[src/vdp_pkg.sv]
package vdp_pkg;

    // VRAM geometry
    localparam int vram_aw    = 15;
    localparam int vram_words = 2 ** vram_aw;

    // Counter widths
    localparam int hc_w = 9;
    localparam int vc_w = 8;

    // Horizontal timing in pixels
    localparam logic [hc_w-1:0] h_active = 9'd256;
    localparam logic [hc_w-1:0] h_total  = 9'd320;
    localparam logic [hc_w-1:0] hs_start = 9'd280;
    localparam logic [hc_w-1:0] hs_end   = 9'd300;

    // Vertical timing in lines
    localparam logic [vc_w-1:0] v_active = 8'd192;
    localparam logic [vc_w-1:0] v_total  = 8'd220;
    localparam logic [vc_w-1:0] vs_start = 8'd200;
    localparam logic [vc_w-1:0] vs_end   = 8'd203;

    localparam int pix_div        = 4;
    localparam int pdiv_w         = $clog2(pix_div);
    localparam int bytes_per_line = 128;

    // Low address bits of the I/O ports
    localparam logic [1:0] port_data = 2'd0;
    localparam logic [1:0] port_ctrl = 2'd1;
    localparam logic [1:0] port_pal  = 2'd2;

    // Register indices
    localparam logic [4:0] reg_mode1   = 5'd1;
    localparam logic [4:0] reg_border  = 5'd7;
    localparam logic [4:0] reg_pal_ptr = 5'd16;

    localparam int mode1_disp_bit = 6;
    localparam int mode1_ie_bit   = 5;

    // Palette, entries are {r[2:0], g[2:0], b[2:0]}
    localparam int pal_entries = 16;
    localparam int pal_aw      = $clog2(pal_entries);
    localparam int pal_w       = 9;

endpackage

[src/vram_arbiter.sv]
`timescale 1ns/1ps

module vram_arbiter import vdp_pkg::*; (
    input  logic               cpu_bus,
    input  logic               rst_n,
    input  logic               disp_req,
    input  logic [vram_aw-1:0] disp_addr,
    output logic               disp_rvalid,
    input  logic               cpu_vram_req,
    input  logic [vram_aw-1:0] cpu_vram_addr,
    input  logic               cpu_vram_we,
    input  logic [7:0]         cpu_vram_wdata,
    output logic               cpu_vram_gnt,
    output logic               cpu_vram_rvalid,
    output logic [vram_aw-1:0] mem_addr,
    output logic               mem_we,
    output logic [7:0]         mem_wdata
);

    // Display always wins, CPU waits a cycle
    assign cpu_vram_gnt = cpu_vram_req & ~disp_req;

    assign mem_addr  = disp_req ? disp_addr : cpu_vram_addr;
    assign mem_we    = cpu_vram_gnt & cpu_vram_we;
    assign mem_wdata = cpu_vram_wdata;

    // Owner of the read in flight
    always_ff @(posedge cpu_bus or negedge rst_n) begin
        if (!rst_n) begin
            disp_rvalid     <= 1'b0;
            cpu_vram_rvalid <= 1'b0;
        end else begin
            disp_rvalid     <= disp_req;
            cpu_vram_rvalid <= cpu_vram_gnt & ~cpu_vram_we;
        end
    end

endmodule

[config.mk]
export PLATFORM = sky130hd
export DESIGN_NAME = vram_arbiter
export DESIGN_NICKNAME = d
export VERILOG_FILES = /design/src/vdp_pkg.sv /design/src/vram_arbiter.sv
export SDC_FILE = /design/constraint.sdc
export NUM_CORES = 1
export LEC_CHECK = 0
export BUFFER_PORTS_ARGS = -buffer_cell sky130_fd_sc_hd__buf_2
export CORE_MARGIN = 2
export CORE_UTILIZATION = 26
export CTS_CLUSTER_SIZE = 12
export DETAILED_ROUTE_END_ITERATION = 10
export MAX_ROUTING_LAYER = met4
export PLACE_DENSITY = 0.82
export SYNTH_ARGS = -nofsm -noshare
export SYNTH_HDL_FRONTEND = slang
export SYNTH_SLANG_ARGS = --single-unit
export TNS_END_PERCENT = 50
[constraint.sdc]
create_clock -name cpu_bus -period 1.3 [get_ports cpu_bus]
set_input_delay 0.195 -clock cpu_bus [delete_from_list [all_inputs] [get_ports cpu_bus]]
set_output_delay 0.195 -clock cpu_bus [all_outputs]
set_load 0.01 [all_outputs]
==> qor.yml <==
outcome: "finished clean"
ir_worst_vdd_v: 0.0003234
postCtsSetupBuffers: 0
synthesis.nets: 73
clock_tree.buffer_depth: 2
post_dp_cell_area_sq_um: 595.6
grt_overflow: 0
dpl.hpwl_um: 830.9
drive_above_1_share_pct: 94.94
clockRootBuffer: "clkbuf_4"
syn_inst: 30
startpoint_type: "input pin"
start_util_pct: 27.88
synthesis.yosys.warnings: 0
path_cells: "buf_2, buf_12, mux2_2, buf_2"
tritoncts_clock_tree: "done"
tritoncts.num_buffers: 3
fillers: 136
port_buffers: 53
netlist-cell-type-count: 9
finalCriticalPeriod_ns: 1.117
worst-setup-path-type: "input pin to output pin"
maxCapViolCount: 0
route.antenna.remaining_nets: 0
power_mw: 0.3978
crit_buf_inv: 3
leading_cell_types_in_the_layout_fill_and_taps_excluded: "53 x buf_2, 8 x mux2_2, 7 x mux2_4, 3 x clkbuf_4"
number_of_remaining_drc_errors: 0
placement_rows: 13
multi_input_area_sq_um: 221.5
final.period_utilization_pct: 85.91
place_ws_ns: 0.1774
grt_start_max_net_pins: 12
final.setup.tns_ns: 0
hp-class: "input pin to register"
critical_path.endpoint_type: "output pin"
drt_pre_antenna_iters: 2
cp.arrival_ns: 0.92
first_pass_grt_wire_length_um: 1048
ctsHoldBuffers: 1
total_leakage_power_nw: 0.3754
final_common_cell: "buf_2"
timing.critical_path.slowest_stage_cell: "mux2_2"
worst_pin_slew_ns: 0.1519
syn_avg_cell_area_sq_um: 12.09
route.final.wire_length_um: 953
drt-vias-per-instance: 4.277
worst_path_dominant_cell_family: "buffers and inverters"
die-area_sq_um: 1710
first_global_vias: 303
tritoncts_num_sinks: 2
detailedRoute.firstIterationViolations: 2
antenna-diode-count: 0
core-area_sq_um: 1301
synth_area_sq_um: 362.8
cts_resized: 0
grt_antenna_before_repair: 0
area.sequential_sq_um: 50.05
report.final.hold_viol_count: 0
cp_slowest_stage_delay_ns: 0.33
most_used_cell_along_the_critical_path: "buf_2"
slew-limit-headroom_pct: 89.85
routedWlPerCell_um: 10.14
routed-via-count: 402
top_level_ports: 70
critical_path_required_ns: 1.11
sequential_to_total_area_share_from_yosys_stat_pct: 13.79
max_fanout_on_critical_path: 8
max_freq_mhz: 895.3
count_of_h_tree_levels_built_during_cts: 1
rsz0062_at_grt: "false"
setup_viol: 0
final_area_sq_um: 628.1
fp.dieW_um: 41.36
clk_transition_reported_paths_ns: 0.03
synth-seq-cells: 2
groute.usage.overall_pct: 10.32
final_net_count: 124
layout-area-overhead-vs-synth_pct: 73.10
gp_congestion: 0.6864
power.density_nw_per_um2: 633.3
maxSlewViolCount: 0
dieHeight_um: 41.36
timing.final.ws_setup_ns: 0.1831
[Yosys cell counts]
cell type | instances | area share (%)
and2b_2 | 1 | 2.4
and3b_2 | 1 | 2.8
buf_12 | 1 | 5.5
buf_4 | 8 | 17
buf_6 | 1 | 3.1
dfrtp_1 | 2 | 14
mux2_2 | 8 | 25
mux2_4 | 7 | 29
nor3b_1 | 1 | 2.1
[report_power, final]
part	internal, mW	leakage [nW]	switching, mW
clock	0.102	0.0138	0.0359
sequential	0.0654	0.0251	0.000532
combinational	0.123	0.337	0.0714
total	0.290	0.375	0.108
[area by class of cell]
type	instances	area share, %
multi-input cells	18	35.26
well taps	15	2.988
clock buffers	3	3.586
repair buffers	56	50.20
flip-flops and latches	2	7.968
[routing by layer]
layer / routed length [um] / track usage, % / up-vias
met1: 290 / 8.599 / 170
li1: - / - / 196
met3: 154 / 3.723 / 0
met4: 0 / 9.677 / 0
met5: 0 / - / -
met2: 508 / 17.58 / 36
[per-stage QoR]
step | hold slack, ns | cells | util, %
2_1_floorplan | -0.1006 | 30 | -
5_1_grt | 0.1418 | 94 | 48.27
3_5_place_dp | -0.01690 | 90 | 45.77
6_report | 0.1398 | 94 | 48.27
3_3_place_gp | -0.02030 | 90 | 45.77
4_1_cts | 0.1294 | 94 | 48.27
[cells by family (layout without fill, tap and decap cells)]
kind of cell	Yosys count	after routing	synth area share (%)
muxes	15	15	53.79
buffers and inverters	10	59	25.17
and+or+nand+nor	3	3	7.243
DFF	2	2	13.79
[state kept, by name, indices dropped and copies added, names as in the netlist]
signal and cells:
cpu_vram_rvalid 1, disp_rvalid 1
[final timing paths]
kind	slack (ns)	endpoint	cells after the start	start
setup / recovery	0.18	mem_addr[12]	4	disp_req
hold / removal	0.14	cpu_vram_rvalid	2	cpu_vram_we
max in group asynchronous	0.91	disp_rvalid	2	rst_n
min in group asynchronous	0.29	cpu_vram_rvalid	2	rst_n
(Power assumes the default switching activity.)
