**src/vdp_pkg.sv**
```systemverilog
package vdp_pkg;

    // VRAM geometry
    localparam int vram_aw    = 15;
    localparam int vram_words = 2 ** vram_aw;

    // Counter widths
    localparam int hc_w = 9;
    localparam int vc_w = 8;

    // Horizontal timing in pixels
    localparam logic [hc_w-1:0] h_active = 9'd256;
    localparam logic [hc_w-1:0] h_total  = 9'd320;
    localparam logic [hc_w-1:0] hs_start = 9'd280;
    localparam logic [hc_w-1:0] hs_end   = 9'd300;

    // Vertical timing in lines
    localparam logic [vc_w-1:0] v_active = 8'd192;
    localparam logic [vc_w-1:0] v_total  = 8'd220;
    localparam logic [vc_w-1:0] vs_start = 8'd200;
    localparam logic [vc_w-1:0] vs_end   = 8'd203;

    localparam int pix_div        = 4;
    localparam int pdiv_w         = $clog2(pix_div);
    localparam int bytes_per_line = 128;

    // Low address bits of the I/O ports
    localparam logic [1:0] port_data = 2'd0;
    localparam logic [1:0] port_ctrl = 2'd1;
    localparam logic [1:0] port_pal  = 2'd2;

    // Register indices
    localparam logic [4:0] reg_mode1   = 5'd1;
    localparam logic [4:0] reg_border  = 5'd7;
    localparam logic [4:0] reg_pal_ptr = 5'd16;

    localparam int mode1_disp_bit = 6;
    localparam int mode1_ie_bit   = 5;

    // Palette, entries are {r[2:0], g[2:0], b[2:0]}
    localparam int pal_entries = 16;
    localparam int pal_aw      = $clog2(pal_entries);
    localparam int pal_w       = 9;

endpackage

```
**src/vdp_video_timing.sv**
```systemverilog
`timescale 1ns/1ps

module vdp_video_timing import vdp_pkg::*; (
    input  logic            cpu_bus,
    input  logic            rst_n,
    output logic            pix_ce,
    output logic [hc_w-1:0] h_cnt,
    output logic [vc_w-1:0] v_cnt,
    output logic            h_act,
    output logic            v_act,
    output logic            hs,
    output logic            vs,
    output logic            vblank_start
);

    logic [pdiv_w-1:0] div_cnt;
    logic              h_last;
    logic              v_last;

    assign pix_ce = (div_cnt == pdiv_w'(pix_div - 1));
    assign h_last = (h_cnt == h_total - 1'b1);
    assign v_last = (v_cnt == v_total - 1'b1);

    always_ff @(posedge cpu_bus or negedge rst_n) begin
        if (!rst_n) begin
            div_cnt <= '0;
        end else if (pix_ce) begin
            div_cnt <= '0;
        end else begin
            div_cnt <= div_cnt + 1'b1;
        end
    end

    always_ff @(posedge cpu_bus or negedge rst_n) begin
        if (!rst_n) begin
            h_cnt <= '0;
            v_cnt <= '0;
        end else if (pix_ce) begin
            if (h_last) begin
                h_cnt <= '0;
                v_cnt <= v_last ? '0 : v_cnt + 1'b1;
            end else begin
                h_cnt <= h_cnt + 1'b1;
            end
        end
    end

    assign h_act = (h_cnt < h_active);
    assign v_act = (v_cnt < v_active);
    assign hs    = (h_cnt >= hs_start) && (h_cnt < hs_end);
    assign vs    = (v_cnt >= vs_start) && (v_cnt < vs_end);

    // First pixel of the first blanked line
    assign vblank_start = pix_ce && (h_cnt == '0) && (v_cnt == v_active);

endmodule

```
**config.mk**
```make
export PLATFORM = sky130hd
export DESIGN_NAME = vdp_video_timing
export DESIGN_NICKNAME = d
export VERILOG_FILES = /design/src/vdp_pkg.sv /design/src/vdp_video_timing.sv
export SDC_FILE = /design/constraint.sdc
export NUM_CORES = 1
export LEC_CHECK = 0
export BUFFER_PORTS_ARGS = -buffer_cell sky130_fd_sc_hd__buf_2
export CORE_MARGIN = 2
export CORE_UTILIZATION = 40
export DETAILED_ROUTE_END_ITERATION = 6
export HOLD_SLACK_MARGIN = 0.02
export PLACE_DENSITY_LB_ADDON = 0.25
export SLEW_MARGIN = 20
export SYNTH_ARGS = -nofsm -noshare
export SYNTH_HDL_FRONTEND = slang
export SYNTH_SLANG_ARGS = --single-unit
```
**constraint.sdc**
```tcl
create_clock -name cpu_bus -period 2.36 [get_ports cpu_bus]
set_input_delay 0.236 -clock cpu_bus [delete_from_list [all_inputs] [get_ports cpu_bus]]
set_output_delay 0.236 -clock cpu_bus [all_outputs]
set_load 0.005 [all_outputs]
```
==> reports/results.md <==
| Stage | Item | This run |
|---|---|---|
| outcome | Status | finished clean |
| drt | Post-DR vias/cell | 5.38 |
| sta | Setup total negative slack | 0 ps |
| global route | Global-route usage over all layers | 0.155 |
| placement | Setup slack at placement | 549 ps |
| power and ir drop | Static power due to leakage | 0.608 nW |
| min path | Path class of the lowest-slack min-delay path | in2async |
| placement | Routability congestion estimate | 0.894 |
| power and ir drop | IR Drop Worst-Case VDD | 0.290 mV |
| drt | Total Routed Length | 2270 microns |
| clocking | Clock edge transition at the registers on the reported setup and hold paths | 110 ps |
| global route | Most heavily used metal layer in global routing | met2 |
| sta | Setup violators final | 0 |
| finish | Proportion of layout cells with a drive suffix above 1 | 0.219 |
| sta | Final number of hold-violating endpoints | 0 |
| die | Chip Width | 55.2 microns |
| yosys | Post-Syn Nets | 118 |
| yosys | Async S/R FF share, synth | 1.00 |
| placement | Number of placed cells counting well taps | 162 |
| clocking | Cts repair resizes | 0 |
| finish | Filler cell count in the final layout | 252 |
| die | Placeable core region | 0.00248 sq mm |
| finish | Post-route non-filler standard cell count | 167 |
| critical path | Slowest stage cell on the critical path | nor4bb_1 |
| sta | Max-slew headroom | 0.697 |
| critical path | CP cell instances | nor4bb_1, nor2b_1, nand3_1, nor4_1, buf_2 |
| global route | Via count of the first global-routing pass | 835 |
| clocking | Number of clock sinks seen by CTS | 19 |
| power and ir drop | Combinational cell fraction of total power | 0.016 |
| global route | Grt total ovfl | 0 |
| power and ir drop | Sequential power share | 0.647 |
| sta | Min Clock Period, post-route | 2140 ps |
| drt | Total iterations of the first detailed-routing run | 4 |
| global route | M1 GR Usage | 0.209 |
| global route | First-pass GRT wire length | 3830 microns |
| global route | Global Route met2 Usage | 0.245 |
| sta | Number of slew-limit violations in the final report | 0 |
| finish | Register area | 475 sq um |
| flow run | Number of maximum-capacitance violations | 0 |
| clocking | TritonCTS clock tree | done |
| sta | Setup Skew | 2.34 ps |
| die | Die height | 55.2 microns |
| yosys | Seq cells post-synth | 19 |
| clocking | Clk root buf | clkbuf_4 |
| sta | RSZ-0062 raised after global routing | false |
| yosys | Warnings, synthesis | 0 |
| placement | Final HPWL DP | 1640 microns |
| die | Rows | 18 |
| drt | Antenna violation net count after detailed routing | 0 |
| die | Area of the die | 0.00305 sq mm |
| critical path | Startpoint kind of the worst setup timing path | register |
| die | I/O pin count | 25 |
| sta | Smallest setup slack after layout | 216 ps |
| drt | Wire per inst | 13.6 microns |
| drt | Number of DRC markers after the initial detailed-route iteration | 17 |
| critical path | Crit end category | primary output |
| yosys | Synthesized instance count | 111 |
| critical path | Count of cells along the worst register-to-register path | 5 |
| critical path | Critical path class | reg2out |
| power and ir drop | PwrDens | 408 mW/mm^2 |
| finish | Synth-to-Final Area Change | 17.4% |
| critical path | Maximum single-stage delay on the critical path | 470 ps |
| clocking | Clock latency at the later pin of the worst-skew pair | 300 ps |
| clocking | Buffers from clock root to sink, at most | 2 |
| power and ir drop | Internal power summed over all cells | 0.000393 W |
| critical path | Worst flop-to-flop path startpoint | div_cnt[0] |
| power and ir drop | Clock share of power | 0.337 |
| global route | Antenna violations before repair | 0 |
| sta | Slew at the pin closest to its max-slew limit | 448 ps |
| die | Initial Utilization | 0.424 |
| yosys | Mean instance size in the synthesized netlist | 9.46 sq um |
| clocking | CTS Buf Count | 3 |
| sta | FMAX | 0.466 GHz |
| placement | Number of port buffers | 24 |
| critical path | Worst setup path start | v_cnt[5] |
| global route | Global routing met3 resource utilization | 0.0234 |
| critical path | Data required, critical path | 2120 ps |
| drt | Total vias in the final route | 898 |
| sta | Final clock period utilization by the worst path | 0.909 |
| yosys | Count of unique library cells instantiated by Yosys | 34 |
| critical path | Arrival time at the worst endpoint | 1910 ps |
| yosys | Primary FF master, synth | dfrtp_1 |
| global route | Pin count of the biggest net entering global routing | 20 |
| drt | DRC errors left | 0 |
| finish | Number of antenna cells inserted | 0 |
| yosys | Cell area after synthesis | 0.00105 sq mm |
| power and ir drop | Switching share of power | 0.219 |
| finish | Multi-input gate area | 522 sq um |
| clocking | Clock H-tree levels | 1 |
| yosys | Sequential area share after synthesis | 0.453 |
| finish | # nets final | 145 |
| power and ir drop | Switching power of the nets | 0.000110 W |
| yosys | EDFF count, synth | 0 |
| critical path | Largest fanout of any net on the critical path | 7 |
==> routing by layer <==
metal,up-vias,wire length (microns)
li1,446,-
met1,425,1060
met2,25,1080
met3,2,107
met4,0,13
met5,-,0
==> state kept, by name, summed over array words and instances, names as in the netlist <==
name and count:
v_cnt 8, h_cnt 9, div_cnt 2
==> cell usage in the layout, fill, tap and decap left out, drive strengths merged, types with 3 or more instances in the layout <==
cell    Yosys  final
nand3       6      6
clkbuf      3      4
inv         9      9
nand2      10     10
nand4       5      5
dfrtp      19     19
buf         1     25
nor2        9      9
o21ai       8      8
a21oi       3      3
nor3        3      3
xnor2       3      3
ha          5      5
and3        3      3
==> worst paths after layout <==
path	end	slack, ps
max	vblank_start	220
min	h_cnt[4]	390
max reg2reg	v_cnt[5]	510
min reg2reg	div_cnt[0]	440
max in group asynchronous	v_cnt[1]	1670
min in group cpu_bus	div_cnt[0]	440
==> what timing repair did <==
item / 4_1_cts / 5_1_grt
endpoints found under the hold margin: 19 / 0
buffers inserted: 0 / 0
hold buffers: 1 / 0
==> cells in the mapped netlist (all sizes together), types with 2 or more instances <==
cell	number	share of area
dfrtp	19	0.45
nand2	10	0.036
inv	9	0.032
nor2	9	0.032
o21ai	8	0.038
nand3	6	0.029
ha	5	0.060
nand4	5	0.030
a21oi	3	0.014
and3	3	0.018
clkbuf	3	0.011
nor3	3	0.025
xnor2	3	0.025
mux2	2	0.021
mux2i	2	0.019
nand3b	2	0.014
nor4	2	0.012
xor2	2	0.017
==> cell families after synthesis <==
logic type / count (synthesis) / synth area share
simple gates: 47 / 0.253
flops: 19 / 0.453
compound gates: 18 / 0.103
buf+inv: 13 / 0.0501
xor+xnor: 5 / 0.0417
fa+ha+maj: 5 / 0.0596
mux: 4 / 0.0405
==> layout make-up <==
cell class / instances / share of cell area
inverters: 9 / 0.0274
well taps: 30 / 0.0305
multi-input cells: 79 / 0.423
clock buffers: 4 / 0.0213
repair buffers: 26 / 0.112
flip-flops and latches: 19 / 0.386
==> power by group through the flow <==
stage	logic, W	registers [W]	clock network, W
global placement	0.00000722	0.000332	0
finish	0.00000794	0.000325	0.000170
CTS	0.00000885	0.000325	0.000182
floorplan	0.000000000222	0.000332	0
detailed placement	0.00000762	0.000332	0
global route	0.00000983	0.000326	0.000188
==> worst max-delay path: cells and delay by family (launching register included) <==
kind / cells / cell delay (ps)
DFF: 1 / 460
buffers and inverters: 1 / 160
and+or+nand+nor: 4 / 980
==> through the flow <==
| step | total power, W | cell area (sq um) | hold slack [ps] | utilization |
|---|---|---|---|---|
| final | 0.000503 | 1230 | 392 | 0.497 |
| after global routing | 0.000523 | 1230 | 441 | 0.497 |
| after CTS | 0.000517 | 1230 | 406 | 0.497 |
| after detailed placement | 0.000339 | 1200 | 209 | 0.483 |
| after global placement | 0.000339 | 1200 | 198 | 0.483 |
| after floorplan | 0.000332 | 1050 | -59.6 | - |
No activity file was read; power rests on OpenSTA's default activity.
