<file path="src/vdp_pkg.sv">
package vdp_pkg;

    // VRAM geometry
    localparam int vram_aw    = 15;
    localparam int vram_words = 2 ** vram_aw;

    // Counter widths
    localparam int hc_w = 9;
    localparam int vc_w = 8;

    // Horizontal timing in pixels
    localparam logic [hc_w-1:0] h_active = 9'd256;
    localparam logic [hc_w-1:0] h_total  = 9'd320;
    localparam logic [hc_w-1:0] hs_start = 9'd280;
    localparam logic [hc_w-1:0] hs_end   = 9'd300;

    // Vertical timing in lines
    localparam logic [vc_w-1:0] v_active = 8'd192;
    localparam logic [vc_w-1:0] v_total  = 8'd220;
    localparam logic [vc_w-1:0] vs_start = 8'd200;
    localparam logic [vc_w-1:0] vs_end   = 8'd203;

    localparam int pix_div        = 4;
    localparam int pdiv_w         = $clog2(pix_div);
    localparam int bytes_per_line = 128;

    // Low address bits of the I/O ports
    localparam logic [1:0] port_data = 2'd0;
    localparam logic [1:0] port_ctrl = 2'd1;
    localparam logic [1:0] port_pal  = 2'd2;

    // Register indices
    localparam logic [4:0] reg_mode1   = 5'd1;
    localparam logic [4:0] reg_border  = 5'd7;
    localparam logic [4:0] reg_pal_ptr = 5'd16;

    localparam int mode1_disp_bit = 6;
    localparam int mode1_ie_bit   = 5;

    // Palette, entries are {r[2:0], g[2:0], b[2:0]}
    localparam int pal_entries = 16;
    localparam int pal_aw      = $clog2(pal_entries);
    localparam int pal_w       = 9;

endpackage

</file>
<file path="src/vdp_cpu_port.sv">
`timescale 1ns/1ps

module vdp_cpu_port import vdp_pkg::*; (
    input  logic                         cpu_bus,
    input  logic                         rst_n,
    input  logic [7:0]                   io_addr,
    input  logic [7:0]                   io_wdata,
    input  logic                         iorq,
    input  logic                         m1,
    input  logic                         wr,
    input  logic                         req,
    input  logic [7:0]                   io_port,
    input  logic [7:0]                   io_mask,
    output logic [7:0]                   io_rdata,
    input  logic                         vblank_start,
    output logic                         interrupt,
    output logic                         disp_en,
    output logic [pal_aw-1:0]            border_idx,
    output logic [pal_entries*pal_w-1:0] palette_rgb,
    output logic                         cpu_vram_req,
    output logic [vram_aw-1:0]           cpu_vram_addr,
    output logic                         cpu_vram_we,
    output logic [7:0]                   cpu_vram_wdata,
    input  logic                         cpu_vram_gnt,
    input  logic                         cpu_vram_rvalid,
    input  logic [7:0]                   vram_q
);

    logic              sel;
    logic              acc;
    logic              data_wr, data_rd, ctrl_wr, status_rd, pal_wr;
    logic              reg_wr, addr_wr;
    logic              ctrl_pending;
    logic [7:0]        ctrl_byte;
    logic              pal_phase;
    logic [7:0]        pal_byte;
    logic [pal_aw-1:0] pal_ptr;
    logic [pal_w-1:0]  pal_mem [0:pal_entries-1];
    logic              vblank_flag;
    logic              ie;
    logic [7:0]        rd_buf;

    assign sel = iorq && !m1 && ((io_addr & io_mask) == io_port);
    assign acc = sel && req;

    assign data_wr   = acc &&  wr && (io_addr[1:0] == port_data);
    assign data_rd   = acc && !wr && (io_addr[1:0] == port_data);
    assign ctrl_wr   = acc &&  wr && (io_addr[1:0] == port_ctrl);
    assign status_rd = acc && !wr && (io_addr[1:0] == port_ctrl);
    assign pal_wr    = acc &&  wr && (io_addr[1:0] == port_pal);

    // Second control byte, bit 7 picks register or address
    assign reg_wr  = ctrl_wr && ctrl_pending &&  io_wdata[7];
    assign addr_wr = ctrl_wr && ctrl_pending && !io_wdata[7];

    always_ff @(posedge cpu_bus or negedge rst_n) begin
        if (!rst_n) begin
            ctrl_pending  <= 1'b0;
            vblank_flag   <= 1'b0;
            pal_phase     <= 1'b0;
            pal_ptr       <= '0;
            disp_en       <= 1'b0;
            ie            <= 1'b0;
            border_idx    <= '0;
            cpu_vram_req  <= 1'b0;
            cpu_vram_we   <= 1'b0;
            cpu_vram_addr <= '0;
        end else begin
            if (ctrl_wr) begin
                ctrl_pending <= !ctrl_pending;
            end
            if (status_rd) begin
                ctrl_pending <= 1'b0;
                vblank_flag  <= 1'b0;
            end
            if (vblank_start) begin
                vblank_flag <= 1'b1;
            end

            if (pal_wr) begin
                pal_phase <= !pal_phase;
                if (pal_phase) begin
                    pal_ptr <= pal_ptr + 1'b1;
                end
            end

            if (reg_wr) begin
                case (io_wdata[4:0])
                    reg_mode1: begin
                        disp_en <= ctrl_byte[mode1_disp_bit];
                        ie      <= ctrl_byte[mode1_ie_bit];
                    end
                    reg_border: border_idx <= ctrl_byte[pal_aw-1:0];
                    reg_pal_ptr: begin
                        pal_ptr   <= ctrl_byte[pal_aw-1:0];
                        pal_phase <= 1'b0; // Restart the byte pair
                    end
                    default: ;
                endcase
            end

            if (cpu_vram_gnt) begin
                cpu_vram_req  <= 1'b0;
                cpu_vram_addr <= cpu_vram_addr + 1'b1;
            end
            if (addr_wr) begin
                cpu_vram_addr <= vram_aw'({io_wdata[6:0], ctrl_byte});
                cpu_vram_req  <= 1'b1; // Read-ahead
                cpu_vram_we   <= 1'b0;
            end else if (data_wr) begin
                cpu_vram_req <= 1'b1;
                cpu_vram_we  <= 1'b1;
            end else if (data_rd) begin
                cpu_vram_req <= 1'b1; // Refill after the read
                cpu_vram_we  <= 1'b0;
            end
        end
    end

    always_ff @(posedge cpu_bus) begin
        if (ctrl_wr && !ctrl_pending) begin
            ctrl_byte <= io_wdata;
        end
        if (pal_wr && !pal_phase) begin
            pal_byte <= io_wdata;
        end
        if (pal_wr && pal_phase) begin
            pal_mem[pal_ptr] <= {pal_byte[6:4], io_wdata[2:0], pal_byte[2:0]};
        end
        if (data_wr) begin
            cpu_vram_wdata <= io_wdata;
        end
        if (cpu_vram_rvalid) begin
            rd_buf <= vram_q;
        end
    end

    always_comb begin
        for (int i = 0; i < pal_entries; i++) begin
            palette_rgb[i*pal_w +: pal_w] = pal_mem[i];
        end
    end

    always_comb begin
        io_rdata = 8'hff;
        if (sel) begin
            case (io_addr[1:0])
                port_data: io_rdata = rd_buf;
                port_ctrl: io_rdata = {vblank_flag, 7'd0};
                default:   io_rdata = 8'hff;
            endcase
        end
    end

    assign interrupt = vblank_flag && ie;

endmodule

</file>
<file path="config.mk">
export PLATFORM = sky130hd
export DESIGN_NAME = vdp_cpu_port
export DESIGN_NICKNAME = d
export VERILOG_FILES = /design/src/vdp_pkg.sv /design/src/vdp_cpu_port.sv
export SDC_FILE = /design/constraint.sdc
export NUM_CORES = 1
export LEC_CHECK = 0
export ABC_AREA = 1
export BUFFER_PORTS_ARGS = -buffer_cell sky130_fd_sc_hd__buf_2
export CELL_PAD_IN_SITES_DETAIL_PLACEMENT = 1
export CELL_PAD_IN_SITES_GLOBAL_PLACEMENT = 2
export CORE_MARGIN = 2
export CORE_UTILIZATION = 32
export CTS_CLUSTER_DIAMETER = 60
export DETAILED_ROUTE_END_ITERATION = 10
export PLACE_DENSITY = 0.74
export RECOVER_POWER = 100
export SLEW_MARGIN = 25
export SYNTH_ARGS = -nofsm -noshare
export SYNTH_HDL_FRONTEND = slang
export SYNTH_SLANG_ARGS = --single-unit
export TNS_END_PERCENT = 100
</file>
<file path="constraint.sdc">
create_clock -name cpu_bus -period 1.8 [get_ports cpu_bus]
set_input_delay 0.09 -clock cpu_bus [delete_from_list [all_inputs] [get_ports cpu_bus]]
set_output_delay 0.09 -clock cpu_bus [all_outputs]
set_load 0.01 [all_outputs]
</file>
==> out/results.tsv <==
metric	value	unit
fmax	0.600	GHz
ys_ff_latch	204	
drt_iter0_markers	243	
final-seq-area	5980	µm²
avgSynthCellArea	13.7	µm²
pwr-share-seq	0.493	
syn_inst	562	
tightestPinTransition	1.06	ns
synth_flop_cell	edfxtp_1	
port_buffers	231	
ys_seq_area_frac	0.774	
pwr-share-clk	0.432	
finClkSkew	0.00814	ns
stdcell_area	10500	µm²
post-route-period-util	0.926	
reg2reg_slack	0.13	ns
switching_share	0.231	
synth_top_family_by_area	simple AND/OR/NAND/NOR gates	
row_count	56	
synth_area_leaders	edfxtp_1 68%, dfrtp_1 9.7%, nand2_1 6.6%, nand3_1 2.9%, inv_1 2.1%	
antenna_left	0	
area_growth	36.5	%
n_antenna_cell	0	
relSlewSlack	0.296	
p_leak	4.01	nW
clk_latency	0.51	ns
intPower	8.27	mW
nets	941	
place_area	9840	µm²
p_sw	2.48	mW
arrival	2.11	ns
synth_edf_count	174	
numCtsBuffers	25	
wl_per_cell	19.1	µm
cts_tree	done	
cts_root_buf	clkbuf_16	
timing.rr.end	cpu_vram_addr[14]	
hold_end	cpu_vram_addr[9]	
path_clk_slew	0.06	ns
synthArstFlopShare	0.147	
via_count	5590	
grt_max_degree	32	
dr_wl_met2	11600	µm
numPlacedInstances	1147	
dieArea	25400	µm²
ir_drop	0.679	mV
hp-start	cpu_vram_gnt	
yosys.area_share.adder	0.0113	
synth-simple-area-share	0.156	
synth.top_cell.area_share	0.676	
ys_types	32	
grt_pass1_wl	35400	µm
multi_input_area	1680	µm²
drt-total-wl	23400	µm
dp_hpwl	16700	µm
worstPathRequired	2.24	ns
power_density	1020	nW/µm²
synthMuxAreaShare	0	
status	finished clean	
worst_setup_path_start_kind	register	
final_common_cell	clkbuf_1	
cts_num_sinks	204	
hold_path_depth	5	
critPathMaxFanout	4	
core	23600	µm²
syn-num-nets	618	
finalHoldViolCount	0	
min_path_type	in -> reg	
met1_length	9960	µm
drv_cap	0	
yosys.area.top_type	edfxtp_1	
totalPowerFinal	10.8	mW
period_needed	1.67	ns
wl_met3	1440	µm
combPwrFrac	0.075	
synth-compound-area-share	0.0100	
synthXorXnorAreaFrac	0.0181	
yosysWarningCount	0	
drive_gt1_frac	0.185	
dr.pass1.iters	4	
gr-total-overflow	0	
finalSetupViolCount	0	
first_global_vias	6052	
nFillCells	2657	
worstSetupEndpointType	register	
globalplace.congestion	0.779	
fp.dieH	159	µm
drcViolationCount	0	
dieWidth	159	µm
antenna_found_initial	0	
r2r-start	cpu_vram_addr[0]	
maxSlewViolCount	0	
io_pins	232	
path_class	reg -> reg	
syn_area	7720	µm²
h-tree-depth	1	
grt_usage	0.179	
layout_common_cells	200 x clkbuf_1, 174 x edfxtp_1, 127 x nand2_1, 44 x buf_2, 42 x inv_1	
start_util	0.327	
highest_layer	met4	
clk_path_buf_depth	3	
instances_no_fill	1223	
rsz0062_at_grt	no	
reg2regPathDepth	8	
vias_per_cell	4.57	
-- what timing repair did --
action | 4_1_cts | 5_1_grt
gates cloned | 0 | 6
buffers inserted | 0 | 4
resized for setup | 1 | 12
endpoints found under the hold margin | 66 | 0
setup endpoints to repair | 1 | 155
hold buffers | 20 | 0
pin swaps | 0 | 7
-- per-stage QoR --
stage / setup slack [ns] / setup TNS, ns / hold WS, ns / util
after CTS: 0.00719 / 0 / 0.0165 / 0.458
after detailed placement: -0.520 / -65.21 / 0.190 / 0.417
final: 0.133 / 0 / 0.0426 / 0.447
after global placement: -0.423 / -54.30 / 0.188 / 0.417
after global routing: 0.00797 / 0 / 0.0735 / 0.447
after floorplan: -0.0398 / -2.87 / -0.206 / -
-- synth_stat cells, types with 3 or more instances --
cell,count
edfxtp_1,174
nand2_1,135
nand3_1,44
inv_1,43
nor2_1,42
dfrtp_1,30
nand4_1,19
xor2_1,10
ha_1,7
nor3_1,6
xnor2_1,6
clkbuf_1,5
o21ai_0,5
buf_6,4
o21ai_1,4
nor4_1,3
-- critical path, cell delays in order (launching register included) --
cell,delay [ns]
dfrtp_1,0.40
ha_1,0.21
nand3_2,0.13
nor2_4,0.14
nand3_1,0.13
or2_2,0.30
a21oi_1,0.13
nand2_1,0.08
nand3_1,0.08
-- cells by family after synthesis --
family	count (synthesis)
DFF	204
xor gates and xnor gates	16
and+or+nand+nor	266
adders and majority gates	7
buffers and inverters	55
AOI/OAI and AO/OA	14
-- final cells by class --
type / count / share of cell area
flip-flops and latches: 204 / 0.567
multi-input cells: 309 / 0.160
repair buffers: 301 / 0.147
clock buffers: 31 / 0.0615
well taps: 319 / 0.0379
inverters: 44 / 0.0157
clock inverters: 15 / 0.0115
-- how the worst max path moves through the flow --
stage	startpoint	end	slack, ns
6_report	cpu_vram_addr[0]	cpu_vram_addr[14]	0.13
5_1_grt	io_addr[7]	pal_mem[4][3]	0.008
4_1_cts	io_addr[7]	pal_mem[4][3]	0.007
3_5_place_dp	io_addr[7]	pal_mem[4][3]	-0.52
3_3_place_gp	io_addr[7]	pal_mem[4][0]	-0.42
2_1_floorplan	iorq	pal_mem[12][0]	-0.04
-- per-layer routing --
| metal | vias to the layer above | GRT usage |
|---|---|---|
| met5 | - | 0 |
| li1 | 2619 | - |
| met2 | 207 | 0.316 |
| met3 | 28 | 0.0391 |
| met4 | 0 | 0.0467 |
| met1 | 2736 | 0.222 |
-- power by group through the flow --
stage	clock network, mW	logic (mW)	registers [mW]
after floorplan	0	0.337	5.42
after global placement	0	0.734	5.39
after detailed placement	0	0.752	5.40
after CTS	4.78	0.794	5.30
after global routing	4.94	0.918	5.31
final	4.64	0.811	5.30
-- registers in the layout (all words and copies together) (netlist names) --
register	flops
pal_mem	144
cpu_vram_addr	15
cpu_vram_wdata	8
ctrl_byte	8
rd_buf	8
pal_byte	6
border_idx	4
pal_ptr	4
cpu_vram_req	1
cpu_vram_we	1
ctrl_pending	1
disp_en	1
ie	1
pal_phase	1
vblank_flag	1
(Power assumes the default switching activity.)
