[config.mk]
export PLATFORM = sky130hd
export DESIGN_NAME = vdp_pixel_fetch
export DESIGN_NICKNAME = d
export VERILOG_FILES = /design/src/vdp_pkg.sv /design/src/vdp_pixel_fetch.sv
export SDC_FILE = /design/constraint.sdc
export NUM_CORES = 1
export LEC_CHECK = 0
export ABC_CLOCK_PERIOD_IN_PS = 3500
export BUFFER_PORTS_ARGS = -buffer_cell sky130_fd_sc_hd__buf_4
export CAP_MARGIN = 15
export CORE_AREA = 4 4 87 89
export DETAILED_ROUTE_END_ITERATION = 12
export DIE_AREA = 0 0 91 93
export PLACE_DENSITY = 0.89
export SYNTH_ARGS = -nofsm -noshare
export SYNTH_HDL_FRONTEND = slang
export SYNTH_SLANG_ARGS = --single-unit
[constraint.sdc]
create_clock -name cpu_bus -period 3.5 [get_ports cpu_bus]
set_clock_uncertainty 0.05 [all_clocks]
set_input_delay 0.7 -clock cpu_bus [delete_from_list [all_inputs] [get_ports cpu_bus]]
set_output_delay 0.7 -clock cpu_bus [all_outputs]
set_load 0.005 [all_outputs]
[src/vdp_pkg.sv]
package vdp_pkg;

    // VRAM geometry
    localparam int vram_aw    = 15;
    localparam int vram_words = 2 ** vram_aw;

    // Counter widths
    localparam int hc_w = 9;
    localparam int vc_w = 8;

    // Horizontal timing in pixels
    localparam logic [hc_w-1:0] h_active = 9'd256;
    localparam logic [hc_w-1:0] h_total  = 9'd320;
    localparam logic [hc_w-1:0] hs_start = 9'd280;
    localparam logic [hc_w-1:0] hs_end   = 9'd300;

    // Vertical timing in lines
    localparam logic [vc_w-1:0] v_active = 8'd192;
    localparam logic [vc_w-1:0] v_total  = 8'd220;
    localparam logic [vc_w-1:0] vs_start = 8'd200;
    localparam logic [vc_w-1:0] vs_end   = 8'd203;

    localparam int pix_div        = 4;
    localparam int pdiv_w         = $clog2(pix_div);
    localparam int bytes_per_line = 128;

    // Low address bits of the I/O ports
    localparam logic [1:0] port_data = 2'd0;
    localparam logic [1:0] port_ctrl = 2'd1;
    localparam logic [1:0] port_pal  = 2'd2;

    // Register indices
    localparam logic [4:0] reg_mode1   = 5'd1;
    localparam logic [4:0] reg_border  = 5'd7;
    localparam logic [4:0] reg_pal_ptr = 5'd16;

    localparam int mode1_disp_bit = 6;
    localparam int mode1_ie_bit   = 5;

    // Palette, entries are {r[2:0], g[2:0], b[2:0]}
    localparam int pal_entries = 16;
    localparam int pal_aw      = $clog2(pal_entries);
    localparam int pal_w       = 9;

endpackage

[src/vdp_pixel_fetch.sv]
`timescale 1ns/1ps

module vdp_pixel_fetch import vdp_pkg::*; (
    input  logic                         cpu_bus,
    input  logic                         rst_n,
    input  logic                         pix_ce,
    input  logic [hc_w-1:0]              h_cnt,
    input  logic [vc_w-1:0]              v_cnt,
    input  logic                         h_act,
    input  logic                         v_act,
    input  logic                         hs,
    input  logic                         vs,
    input  logic                         disp_en,
    input  logic [pal_aw-1:0]            border_idx,
    input  logic [pal_entries*pal_w-1:0] palette_rgb,
    output logic                         disp_req,
    output logic [vram_aw-1:0]           disp_addr,
    input  logic                         disp_rvalid,
    input  logic [7:0]                   vram_q,
    output logic [7:0]                   r,
    output logic [7:0]                   g,
    output logic [7:0]                   b,
    output logic                         de,
    output logic                         hblank,
    output logic                         vblank,
    output logic                         hs_o,
    output logic                         vs_o,
    output logic                         ce_pix
);

    logic [7:0]        byte_q;
    logic              st_h0;
    logic              st_h_act;
    logic              st_v_act;
    logic              st_hs;
    logic              st_vs;
    logic [pal_aw-1:0] pix_idx;
    logic [pal_aw-1:0] col_idx;
    logic [pal_w-1:0]  col;

    function automatic logic [7:0] widen3(input logic [2:0] c);
        return {c, c, c[2:1]};
    endfunction

    // One fetch per pixel pair
    assign disp_req  = pix_ce && h_act && v_act && !h_cnt[0];
    assign disp_addr = vram_aw'(v_cnt * bytes_per_line) + vram_aw'(h_cnt >> 1);

    always_ff @(posedge cpu_bus) begin
        if (disp_rvalid) begin
            byte_q <= vram_q;
        end
    end

    // Pixel whose counters were just left
    always_ff @(posedge cpu_bus or negedge rst_n) begin
        if (!rst_n) begin
            st_h0    <= 1'b0;
            st_h_act <= 1'b0;
            st_v_act <= 1'b0;
            st_hs    <= 1'b0;
            st_vs    <= 1'b0;
        end else if (pix_ce) begin
            st_h0    <= h_cnt[0];
            st_h_act <= h_act;
            st_v_act <= v_act;
            st_hs    <= hs;
            st_vs    <= vs;
        end
    end

    always_comb begin
        pix_idx = st_h0 ? byte_q[3:0] : byte_q[7:4]; // High nibble first
        col_idx = (st_h_act && st_v_act && disp_en) ? pix_idx : border_idx;
        col     = palette_rgb[col_idx * pal_w +: pal_w];
    end

    always_ff @(posedge cpu_bus) begin
        if (pix_ce) begin
            r <= widen3(col[8:6]);
            g <= widen3(col[5:3]);
            b <= widen3(col[2:0]);
        end
    end

    always_ff @(posedge cpu_bus or negedge rst_n) begin
        if (!rst_n) begin
            de     <= 1'b0;
            hblank <= 1'b0;
            vblank <= 1'b0;
            hs_o   <= 1'b0;
            vs_o   <= 1'b0;
            ce_pix <= 1'b0;
        end else begin
            ce_pix <= pix_ce;
            if (pix_ce) begin
                de     <= st_h_act && st_v_act;
                hblank <= !st_h_act;
                vblank <= !st_v_act;
                hs_o   <= st_hs;
                vs_o   <= st_vs;
            end
        end
    end

endmodule

==> flow_metrics.env, run 1 <==
export IMPL_cts_tree="built"
export IMPL_drtPass1Iterations=4
export IMPL_ys_types=43
export IMPL_hold_viol=0
export IMPL_path_class="reg2reg"
export IMPL_yosysMostFrequentCell="o221ai_1"
export IMPL_finalSetupViolations=0
export IMPL_maxCapViolCount=0
export IMPL_cts_root_buf="clkbuf_8"
export IMPL_cts_sinks=28
export IMPL_p_per_area_nw_per_um2=294
export IMPL_worst_path_buf_inv=1
export IMPL_cts_buffer_depth=2
export IMPL_relSlewSlack_pct=37.4
export IMPL_wl_per_cell_um=20.5
export IMPL_synth_ff_type="edfxtp_1"
export IMPL_finalCritPeriodShare_pct=83.2
export IMPL_grt_pass1_wl_mm=15.4
export IMPL_synth_common_cells="27 x o221ai_1, 23 x buf_4, 17 x edfxtp_1"
export IMPL_grt_pass1_vias=2979
export IMPL_period_needed_ps=2910
export IMPL_rsz0062_at_grt="no"
export IMPL_dp_hpwl_mm=8.51
export IMPL_cts_htree_levels=1
export IMPL_antenna_left=0
export IMPL_grt_use_total_pct=23.1
export IMPL_yosys_area_top_type="edfxtp_1"
export IMPL_crit_required_ps=3480
export IMPL_yosysTopAreaCellShare_pct=21.4
export IMPL_synth_top_cells_by_area="edfxtp_1 21%, dfrtp_1 12%, o221ai_1 9.9%"
export IMPL_syn_area_per_cell_um2=9.98
export IMPL_core_area_um2=6760
export IMPL_arrival_ps=2890
export IMPL_startpoint_type="register"
export IMPL_dieWidth_um=91
export IMPL_ctsHoldBuffers=0
export IMPL_path_clk_slew_ps=110
export IMPL_io_pins=228
export IMPL_worstPathCellList="mux2i_2 > a21o_4 > buf_4 > mux4_2 > and2_0 > or4_1"
export IMPL_finalSetupTns_ps=0
export IMPL_num_rows=30
export IMPL_worstSkewPairLatency_ps=270
export IMPL_tightest_slew_ps=932
export IMPL_gp_routability_congestion=0.858
export IMPL_synthToLayoutAreaGrowth_pct=66.3
export IMPL_layout_filler_cells=595
export IMPL_worstPathMaxFanout=22
export IMPL_slowest_stage="dfrtp_1"
export IMPL_die_y_um=93
export IMPL_dr_total_vias=2855
export IMPL_synth_edf_count=17
export IMPL_power_leakage_nw=1.86
export IMPL_post_cts_setup_buffers=0
export IMPL_ctsResizeCount=0
export IMPL_yosysWarnings=0
export IMPL_antenna_found_initial=0
export IMPL_syn_num_nets=423
export IMPL_antenna_cells=0
export IMPL_fin_area_um2=3970
export IMPL_grt_max_degree=28
export IMPL_ys_seq_area_share_pct=32.9
export IMPL_dieArea_um2=8460
export IMPL_maxSlewViolCount=0
export IMPL_drive_gt1_share_pct=57.1
export IMPL_drtIter0Drc=113
export IMPL_synth_area_um2=2390
export IMPL_holdWs_ps=176
export IMPL_critPathCaptureType="register"
export IMPL_synthCells=239
export IMPL_drc=0
export IMPL_placedInstanceArea_um2=3900
export IMPL_cp_top_family="multiplexers"
export IMPL_synthArstFlopShare_pct=39.3
export IMPL_cts_made_buffers=3
export IMPL_port_buffers=213
export IMPL_ys_ff_latch=28
export IMPL_gr_total_overflow=0
export IMPL_fmax_mhz=343
export IMPL_routed_wl_mm=10.3
export IMPL_hp_class="in2async"
export IMPL_outcome="completed"
export IMPL_initial_core_util_pct=35.3
export IMPL_cpPeakStageDelay_ps=590
export IMPL_detail_route_vias_per_cell=5.66
export IMPL_layout_nets=609
export IMPL_peakVddDrop_mv=0.190
[cell usage in the layout (no fill, tap or decap), types with 2 or more instances in the layout]
cell      synthesis  layout
a21oi_1          14      14
a22oi_1           2       2
a31oi_1           2       2
and3_1            3       3
buf_4            23     218
clkbuf_8          0       3
dfrtp_1          11      11
edfxtp_1         17      17
ha_1              2       2
inv_1             6       6
mux2_2            8       8
mux2i_1          15      14
mux4_2            8       8
nand2_1          11      11
nand3_1           5       5
nand3b_1          2       2
nor2_1           11      11
o21ai_0           4       4
o21ai_1          10      10
o221ai_1         27      27
o22ai_1          13      13
or3_1             9       9
xnor2_1           4       4
xor2_1            2       2
[metrics by stage]
stage	total power (W)	utilization (%)	setup WS, ps	std cells
6_report	0.00117	58.7	587	504
5_1_grt	0.00122	58.7	485	504
4_1_cts	0.00118	58.7	604	504
3_5_place_dp	0.000911	57.7	429	500
3_3_place_gp	0.000899	57.7	528	500
2_1_floorplan	0.000649	-	865	239
[worst paths after layout]
kind	from	endpoint	slack, ps	cells past startpoint
worst max-delay path	st_h0$_DFFE_PN0P_	r[5]$_DFFE_PP_	590	6
worst min-delay path	rst_n	st_hs$_DFFE_PN0P_	180	1
max in group asynchronous	rst_n	vs_o$_DFFE_PN0P_	3080	1
worst min register to register	st_hs$_DFFE_PN0P_	st_hs$_DFFE_PN0P_	470	1
worst max register to register	st_h0$_DFFE_PN0P_	r[5]$_DFFE_PP_	590	6
min in group cpu_bus	st_hs$_DFFE_PN0P_	st_hs$_DFFE_PN0P_	470	1
[cell families (layout without fill, tap and decap cells)]
family          Yosys count  after routing  synth area share (%)
compound gates           76             76                  22.3
simple gates             51             51                  11.3
buf+inv                  43            228                  11.0
mux                      33             33                  19.3
flops                    28             28                  32.9
xor+xnor                  6              6                  2.20
fa+ha+maj                 2              2                  1.05
[sequential cells by signal, indices dropped and copies added, names as in the netlist]
register and count:
byte_q 8, b 3, g 3, r 3, ce_pix 1, de 1, hblank 1, hs_o 1
st_h0 1, st_h_act 1, st_hs 1, st_v_act 1, st_vs 1, vblank 1, vs_o 1
[per-layer routing]
metal / vias to the layer above / global-route usage (%) / routed length [um]
li1: 1300 / - / -
met1: 1359 / 26.7 / 3820
met2: 174 / 41.5 / 5260
met3: 22 / 5.79 / 990
met4: 0 / 7.79 / 253
met5: - / 0 / 0
[layout make-up]
cell class / count / area [um^2] / share of cell area [%]
clock buffers: 3 / 41.3 / 1.04
well taps: 80 / 100 / 2.52
multi-input cells: 168 / 1350 / 34.1
flip-flops and latches: 28 / 786 / 19.8
repair buffers: 218 / 1640 / 41.2
clock inverters: 1 / 30.0 / 0.757
inverters: 6 / 22.5 / 0.568
[where the power goes]
group | switching, W | internal [W] | total [W]
registers | 0.0000296 | 0.000394 | 0.000424
clock network | 0.000111 | 0.000153 | 0.000264
logic | 0.000191 | 0.000286 | 0.000478
total | 0.000332 | 0.000833 | 0.00117
Note: power is estimated with default switching activity, not from simulation.
==> run 2: changes to the inputs <==
ABC_AREA = 1   (was default)
ABC_CLOCK_PERIOD_IN_PS = 2550   (was 3500)
CORE_AREA = default   (was 4 4 87 89)
CORE_MARGIN = 4   (was default)
CORE_UTILIZATION = 39   (was default)
DIE_AREA = default   (was 0 0 91 93)
PLACE_DENSITY = 0.9   (was 0.89)
clock period = 2.55 ns   (was 3.5 ns; I/O delays follow)
==> run 2 against run 1 <==
Hold slack improved by 170 ps. Fmax grew 33%. Synthesized area increased by 42%. Final cell count up 68%. Synthesized cell count rose by 140%. Critical endpoint is now r[4]$_DFFE_PP_. Cell area increased by 25%.
==> flow_metrics.env, run 2 <==
export IMPL_outcome="completed"
export IMPL_detail_route_vias_per_cell=5.02
export IMPL_arrival_ps=2290
export IMPL_synth_top_cells_by_area="nand3_1 26%, edfxtp_1 15%, inv_1 15%"
export IMPL_yosysMostFrequentCell="nand3_1"
export IMPL_gp_routability_congestion=0.959
export IMPL_layout_nets=925
export IMPL_drtIter0Drc=327
export IMPL_gr_total_overflow=0
export IMPL_layout_common_cells="220 x buf_4, 174 x nand3_1, 134 x inv_1, 126 x nand2_1, 18 x nand3b_1"
export IMPL_path_clk_slew_ps=100
export IMPL_dp_hpwl_mm=10.3
export IMPL_cts_tree="built"
export IMPL_synth_compound_area_share_pct=2.21
export IMPL_grt_pass1_wl_mm=18.9
export IMPL_antenna_cells=0
export IMPL_power_leakage_nw=2.94
export IMPL_holdWs_ps=347
export IMPL_ys_types=28
export IMPL_syn_area_per_cell_um2=6.04
export IMPL_dr_total_vias=4240
export IMPL_ys_seq_area_share_pct=23.1
export IMPL_synth_top_family_by_area="simple AND/OR/NAND/NOR gates"
export IMPL_num_rows=33
export IMPL_finalSetupTns_ps=0
export IMPL_cpPeakStageDelay_ps=720
export IMPL_die_y_um=101
export IMPL_hold_start="vram_q[0]"
export IMPL_cts_sinks=28
export IMPL_largest_reg_flops=8
export IMPL_finalCritPeriodShare_pct=85.6
export IMPL_synth_edf_count=17
export IMPL_peakVddDrop_mv=0.217
export IMPL_synth_ff_type="edfxtp_1"
export IMPL_synthMuxAreaShare_pct=0.294
export IMPL_drive_gt1_share_pct=32.7
export IMPL_cts_made_buffers=3
export IMPL_grt_pass1_vias=4003
export IMPL_drtPass1Iterations=5
export IMPL_cts_root_buf="clkbuf_8"
export IMPL_yosysTopAreaCellShare_pct=25.6
export IMPL_yosysWarnings=0
export IMPL_drc=0
export IMPL_regMostFlops="byte_q"
export IMPL_synth_common_cells="174 x nand3_1, 134 x inv_1, 126 x nand2_1"
export IMPL_antenna_found_initial=0
export IMPL_rsz0062_at_grt="no"
export IMPL_synthAdderAreaFrac_pct=0.736
export IMPL_synth_area_um2=3400
export IMPL_dieWidth_um=101
export IMPL_r2r_slack_ps=370
export IMPL_io_pins=228
export IMPL_relSlewSlack_pct=38.1
export IMPL_worstSkewPairLatency_ps=280
export IMPL_cts_htree_levels=1
export IMPL_maxCapViolCount=0
export IMPL_initial_core_util_pct=40.8
export IMPL_synthCells=563
export IMPL_reg2reg_from="st_h0$_DFFE_PN0P_"
export IMPL_syn_num_nets=747
export IMPL_path_class="reg2reg"
export IMPL_yosys_area_top_type="nand3_1"
export IMPL_p_per_area_nw_per_um2=341
export IMPL_maxSlewViolCount=0
export IMPL_ctsResizeCount=0
export IMPL_worstPathCellList="inv_2 > nand2_1 > nand2_1 > o21ai_4 > nand3_1 > nand3_1 > nand3_1 > nand2_1"
export IMPL_fmax_mhz=458
export IMPL_synthArstFlopShare_pct=39.3
export IMPL_fin_cells=845
export IMPL_synth_xor_area_share_pct=1.55
export IMPL_dpl_cell_count=840
export IMPL_cts_buffer_depth=2
export IMPL_crit_required_ps=2650
export IMPL_worstPathMaxFanout=36
export IMPL_grt_max_degree=37
export IMPL_hold_viol=0
export IMPL_critPathCaptureType="register"
export IMPL_final_common_cell="buf_4"
export IMPL_ys_ff_latch=28
export IMPL_wl_per_cell_um=14.8
export IMPL_slowest_stage="o21ai_4"
export IMPL_startpoint_type="register"
export IMPL_tightest_slew_ps=925
export IMPL_core_area_um2=8340
export IMPL_antenna_left=0
export IMPL_routed_wl_mm=12.5
export IMPL_synth_simple_area_share_pct=46.9
export IMPL_synthToLayoutAreaGrowth_pct=45.5
export IMPL_grt_use_total_pct=22.9
export IMPL_hp_class="in2reg"
export IMPL_period_needed_ps=2180
export IMPL_port_buffers=213
export IMPL_crit_start="st_h0$_DFFE_PN0P_"
export IMPL_finalSetupViolations=0
export IMPL_dieArea_um2=10300
==> run 2: final timing paths <==
path / endpoint / cells after the start
min reg2reg: st_vs$_DFFE_PN0P_ / 2
min: byte_q[0]$_DFFE_PP_ / 1
max reg2reg: r[4]$_DFFE_PP_ / 8
min in group asynchronous: ce_pix$_DFF_PN0_ / 2
max in group asynchronous: st_h_act$_DFFE_PN0P_ / 2
max: r[4]$_DFFE_PP_ / 8
==> run 2: report_power, final <==
part           switching [W]  internal, W  leakage, nW  total [W]
Sequential         0.0000413     0.000536        0.302   0.000578
Clock               0.000140     0.000171       0.0339   0.000312
Combinational       0.000388     0.000411         2.60   0.000799
==> run 2: layout make-up <==
type / count / area [um^2]
Multi-Input combinational cell: 349 / 1760
Fill cell: 821 / 3390
Sequential cell: 28 / 786
Timing Repair Buffer: 222 / 1680
Inverter: 137 / 517
Tap cell: 105 / 131
Clock buffer: 4 / 66.3
==> run 2: cell families after synthesis <==
kind of cell               after synthesis
DFF                                     28
buffers and inverters                  186
muxes                                    1
and+or+nand+nor                        331
AOI/OAI and AO/OA                        9
adders and majority gates                2
xor gates and xnor gates                 6
==> run 2: critical path: cells and delay by family (launching register included) <==
| family | cells | cell delay [ps] |
|---|---|---|
| flops | 1 | 490 |
| simple gates | 6 | 690 |
| compound gates | 1 | 720 |
| buf+inv | 1 | 100 |
==> run 2: through the flow <==
step	setup WS [ps]	utilization (%)	total power [W]	area (um^2)
global route	166	59.3	0.00180	4950
floorplan	714	-	0.00102	3400
CTS	394	59.3	0.00169	4950
global placement	301	58.4	0.00137	4870
detailed placement	298	58.4	0.00138	4870
finish	366	59.3	0.00169	4950
==> run 2: per-layer routing <==
metal	wire length [um]	track usage, %	part of all wire, %
met1	4930	29.7	39
met2	5860	38.4	47
met3	1190	3.44	9.5
met4	528	8.90	4.2
met5	0	0	0
==> run 2: timing repair <==
item / 4_1_cts / 5_1_grt
endpoints found under the hold margin: 11 / 0
setup buffers: 0 / 0
hold buffers: 1 / 0
==> run 3: changes to the inputs <==
CELL_PAD_IN_SITES_DETAIL_PLACEMENT = 1   (was default)
CELL_PAD_IN_SITES_GLOBAL_PLACEMENT = 1   (was default)
CORE_UTILIZATION = 24   (was 39)
PLACE_DENSITY = 0.88   (was 0.9)
==> run 3 against run 2 <==
Wire length increased by 22%. Utilization shrank 23 points. Worst setup slack lost 54 ps. Sequential power about the same. Critical path depth down 1. Register-to-register slack worse by 40 ps. First-iteration DRC count shrank 50%. Fmax fell by 2.4%. Clock power up 51%. Largest power group unchanged. Highest routed layer unchanged.
==> flow_metrics.env, run 3 (synthesized netlist as in run 2, its figures left out) <==
export IMPL_gr_total_overflow=0
export IMPL_finalSetupTns_ps=0
export IMPL_power_leakage_nw=2.96
export IMPL_hold_viol=0
export IMPL_drtPass1Iterations=4
export IMPL_grt_use_met1_pct=23.0
export IMPL_rsz0062_at_grt="no"
export IMPL_routed_wl_mm=15.3
export IMPL_largest_reg_flops=8
export IMPL_io_pins=228
export IMPL_cts_root_buf="clkbuf_16"
export IMPL_peakVddDrop_mv=0.233
export IMPL_ctsResizeCount=0
export IMPL_dr_total_vias=4230
export IMPL_grt_use_total_pct=18.4
export IMPL_p_total_w=0.00188
export IMPL_maxCapViolCount=0
export IMPL_initial_core_util_pct=24.5
export IMPL_hp_class="in2async"
export IMPL_finalSetupViolations=0
export IMPL_dieArea_um2=16100
export IMPL_port_buffers=213
export IMPL_arrival_ps=1680
export IMPL_drc=0
export IMPL_relSlewSlack_pct=36.1
export IMPL_regMostFlops="byte_q"
export IMPL_dpl_cell_count=916
export IMPL_maxSlewViolCount=0
export IMPL_busiest_layer="met2"
export IMPL_cts_made_buffers=3
export IMPL_post_cts_setup_buffers=0
export IMPL_wl_per_cell_um=16.6
export IMPL_reg2reg_from="st_h0$_DFFE_PN0P_"
export IMPL_slowest_stage="nor3_1"
export IMPL_layout_common_cells="220 x buf_4, 174 x nand3_1, 134 x inv_1, 126 x nand2_1, 18 x nand3b_1"
export IMPL_worstSkewPairLatency_ps=260
export IMPL_dieWidth_um=127
export IMPL_crit_start="h_cnt[8]"
export IMPL_layout_filler_cells=1829
export IMPL_detail_route_vias_per_cell=4.60
export IMPL_final_common_cell="buf_4"
export IMPL_fmax_mhz=447
export IMPL_fin_cells=920
export IMPL_worstPathMaxFanout=2
export IMPL_worstPathCellList="buf_4 > ha_1 > nand3_1 > nor3_1 > nand3_1 > xnor2_1 > buf_4"
export IMPL_antenna_found_initial=0
export IMPL_gp_routability_congestion=0.803
export IMPL_fin_util_pct=36.7
export IMPL_path_class="in2out"
export IMPL_num_rows=43
export IMPL_cts_tree="built"
export IMPL_path_clk_slew_ps=70
export IMPL_layout_nets=925
export IMPL_drtIter0Drc=162
export IMPL_ctsHoldBuffers=0
export IMPL_core_area_um2=13900
export IMPL_tightest_slew_ps=955
export IMPL_period_needed_ps=2240
export IMPL_grt_util_met3_pct=2.38
export IMPL_cts_htree_levels=1
export IMPL_synthToLayoutAreaGrowth_pct=49.7
export IMPL_critPathCaptureType="output port"
export IMPL_p_per_area_nw_per_um2=369
export IMPL_die_y_um=127
export IMPL_grt_max_degree=37
export IMPL_crit_required_ps=1990
export IMPL_antenna_left=0
export IMPL_antenna_cells=0
export IMPL_cts_sinks=28
export IMPL_dp_hpwl_mm=12.7
export IMPL_holdWs_ps=14.1
export IMPL_cpPeakStageDelay_ps=330
export IMPL_outcome="completed"
export IMPL_cts_buffer_depth=2
export IMPL_startpoint_type="input port"
export IMPL_use_met2_pct=32.8
export IMPL_grt_pass1_vias=4460
export IMPL_drive_gt1_share_pct=32.8
export IMPL_finalCritPeriodShare_pct=87.8
export IMPL_grt_pass1_wl_mm=23.7
## run 3: path summary, 6_finish.rpt
kind,to,slack (ps),cells after the start
setup / recovery,disp_addr[14],310,7
setup reg to reg,r[4]$_DFFE_PP_,330,8
hold / removal,vs_o$_DFFE_PN0P_,10,1
min in group cpu_bus,byte_q[6]$_DFFE_PP_,370,1
max in group asynchronous,st_hs$_DFFE_PN0P_,2290,1
hold reg to reg,vs_o$_DFFE_PN0P_,430,2
## run 3: report_power, final
part / total, W / switching [W] / leakage (nW) / internal (W)
Sequential: 0.000580 / 0.0000430 / 0.302 / 0.000537
Clock: 0.000472 / 0.000159 / 0.0511 / 0.000313
Combinational: 0.000824 / 0.000409 / 2.61 / 0.000415
## run 3: final cells by class
type	instances	area, um^2	share of cell area, %
Inverter	137	517	10.2
Sequential cell	28	786	15.4
Clock buffer	3	75.1	1.48
Clock inverter	1	30.0	0.590
Multi-Input combinational cell	349	1760	34.7
Tap cell	180	225	4.43
Timing Repair Buffer	222	1690	33.2
## run 3: worst max-delay path, delay by kind of cell
family,cells,cell delay [ps]
simple gates,3,620
buf+inv,2,210
xor+xnor,1,170
fa+ha+maj,1,160
## run 3: through the flow
stage / worst slack [ps] / cell area (um^2)
2_1_floorplan: 714 / 3400
3_3_place_gp: 234 / 4980
3_5_place_dp: 203 / 4980
4_1_cts: 299 / 5090
5_1_grt: 79.6 / 5090
6_report: 312 / 5090
## run 3: metal layers
metal,vias to the layer above,wire (um)
met4,0,481
met2,162,7710
met1,1958,6120
met3,26,958
li1,2084,-
met5,-,0
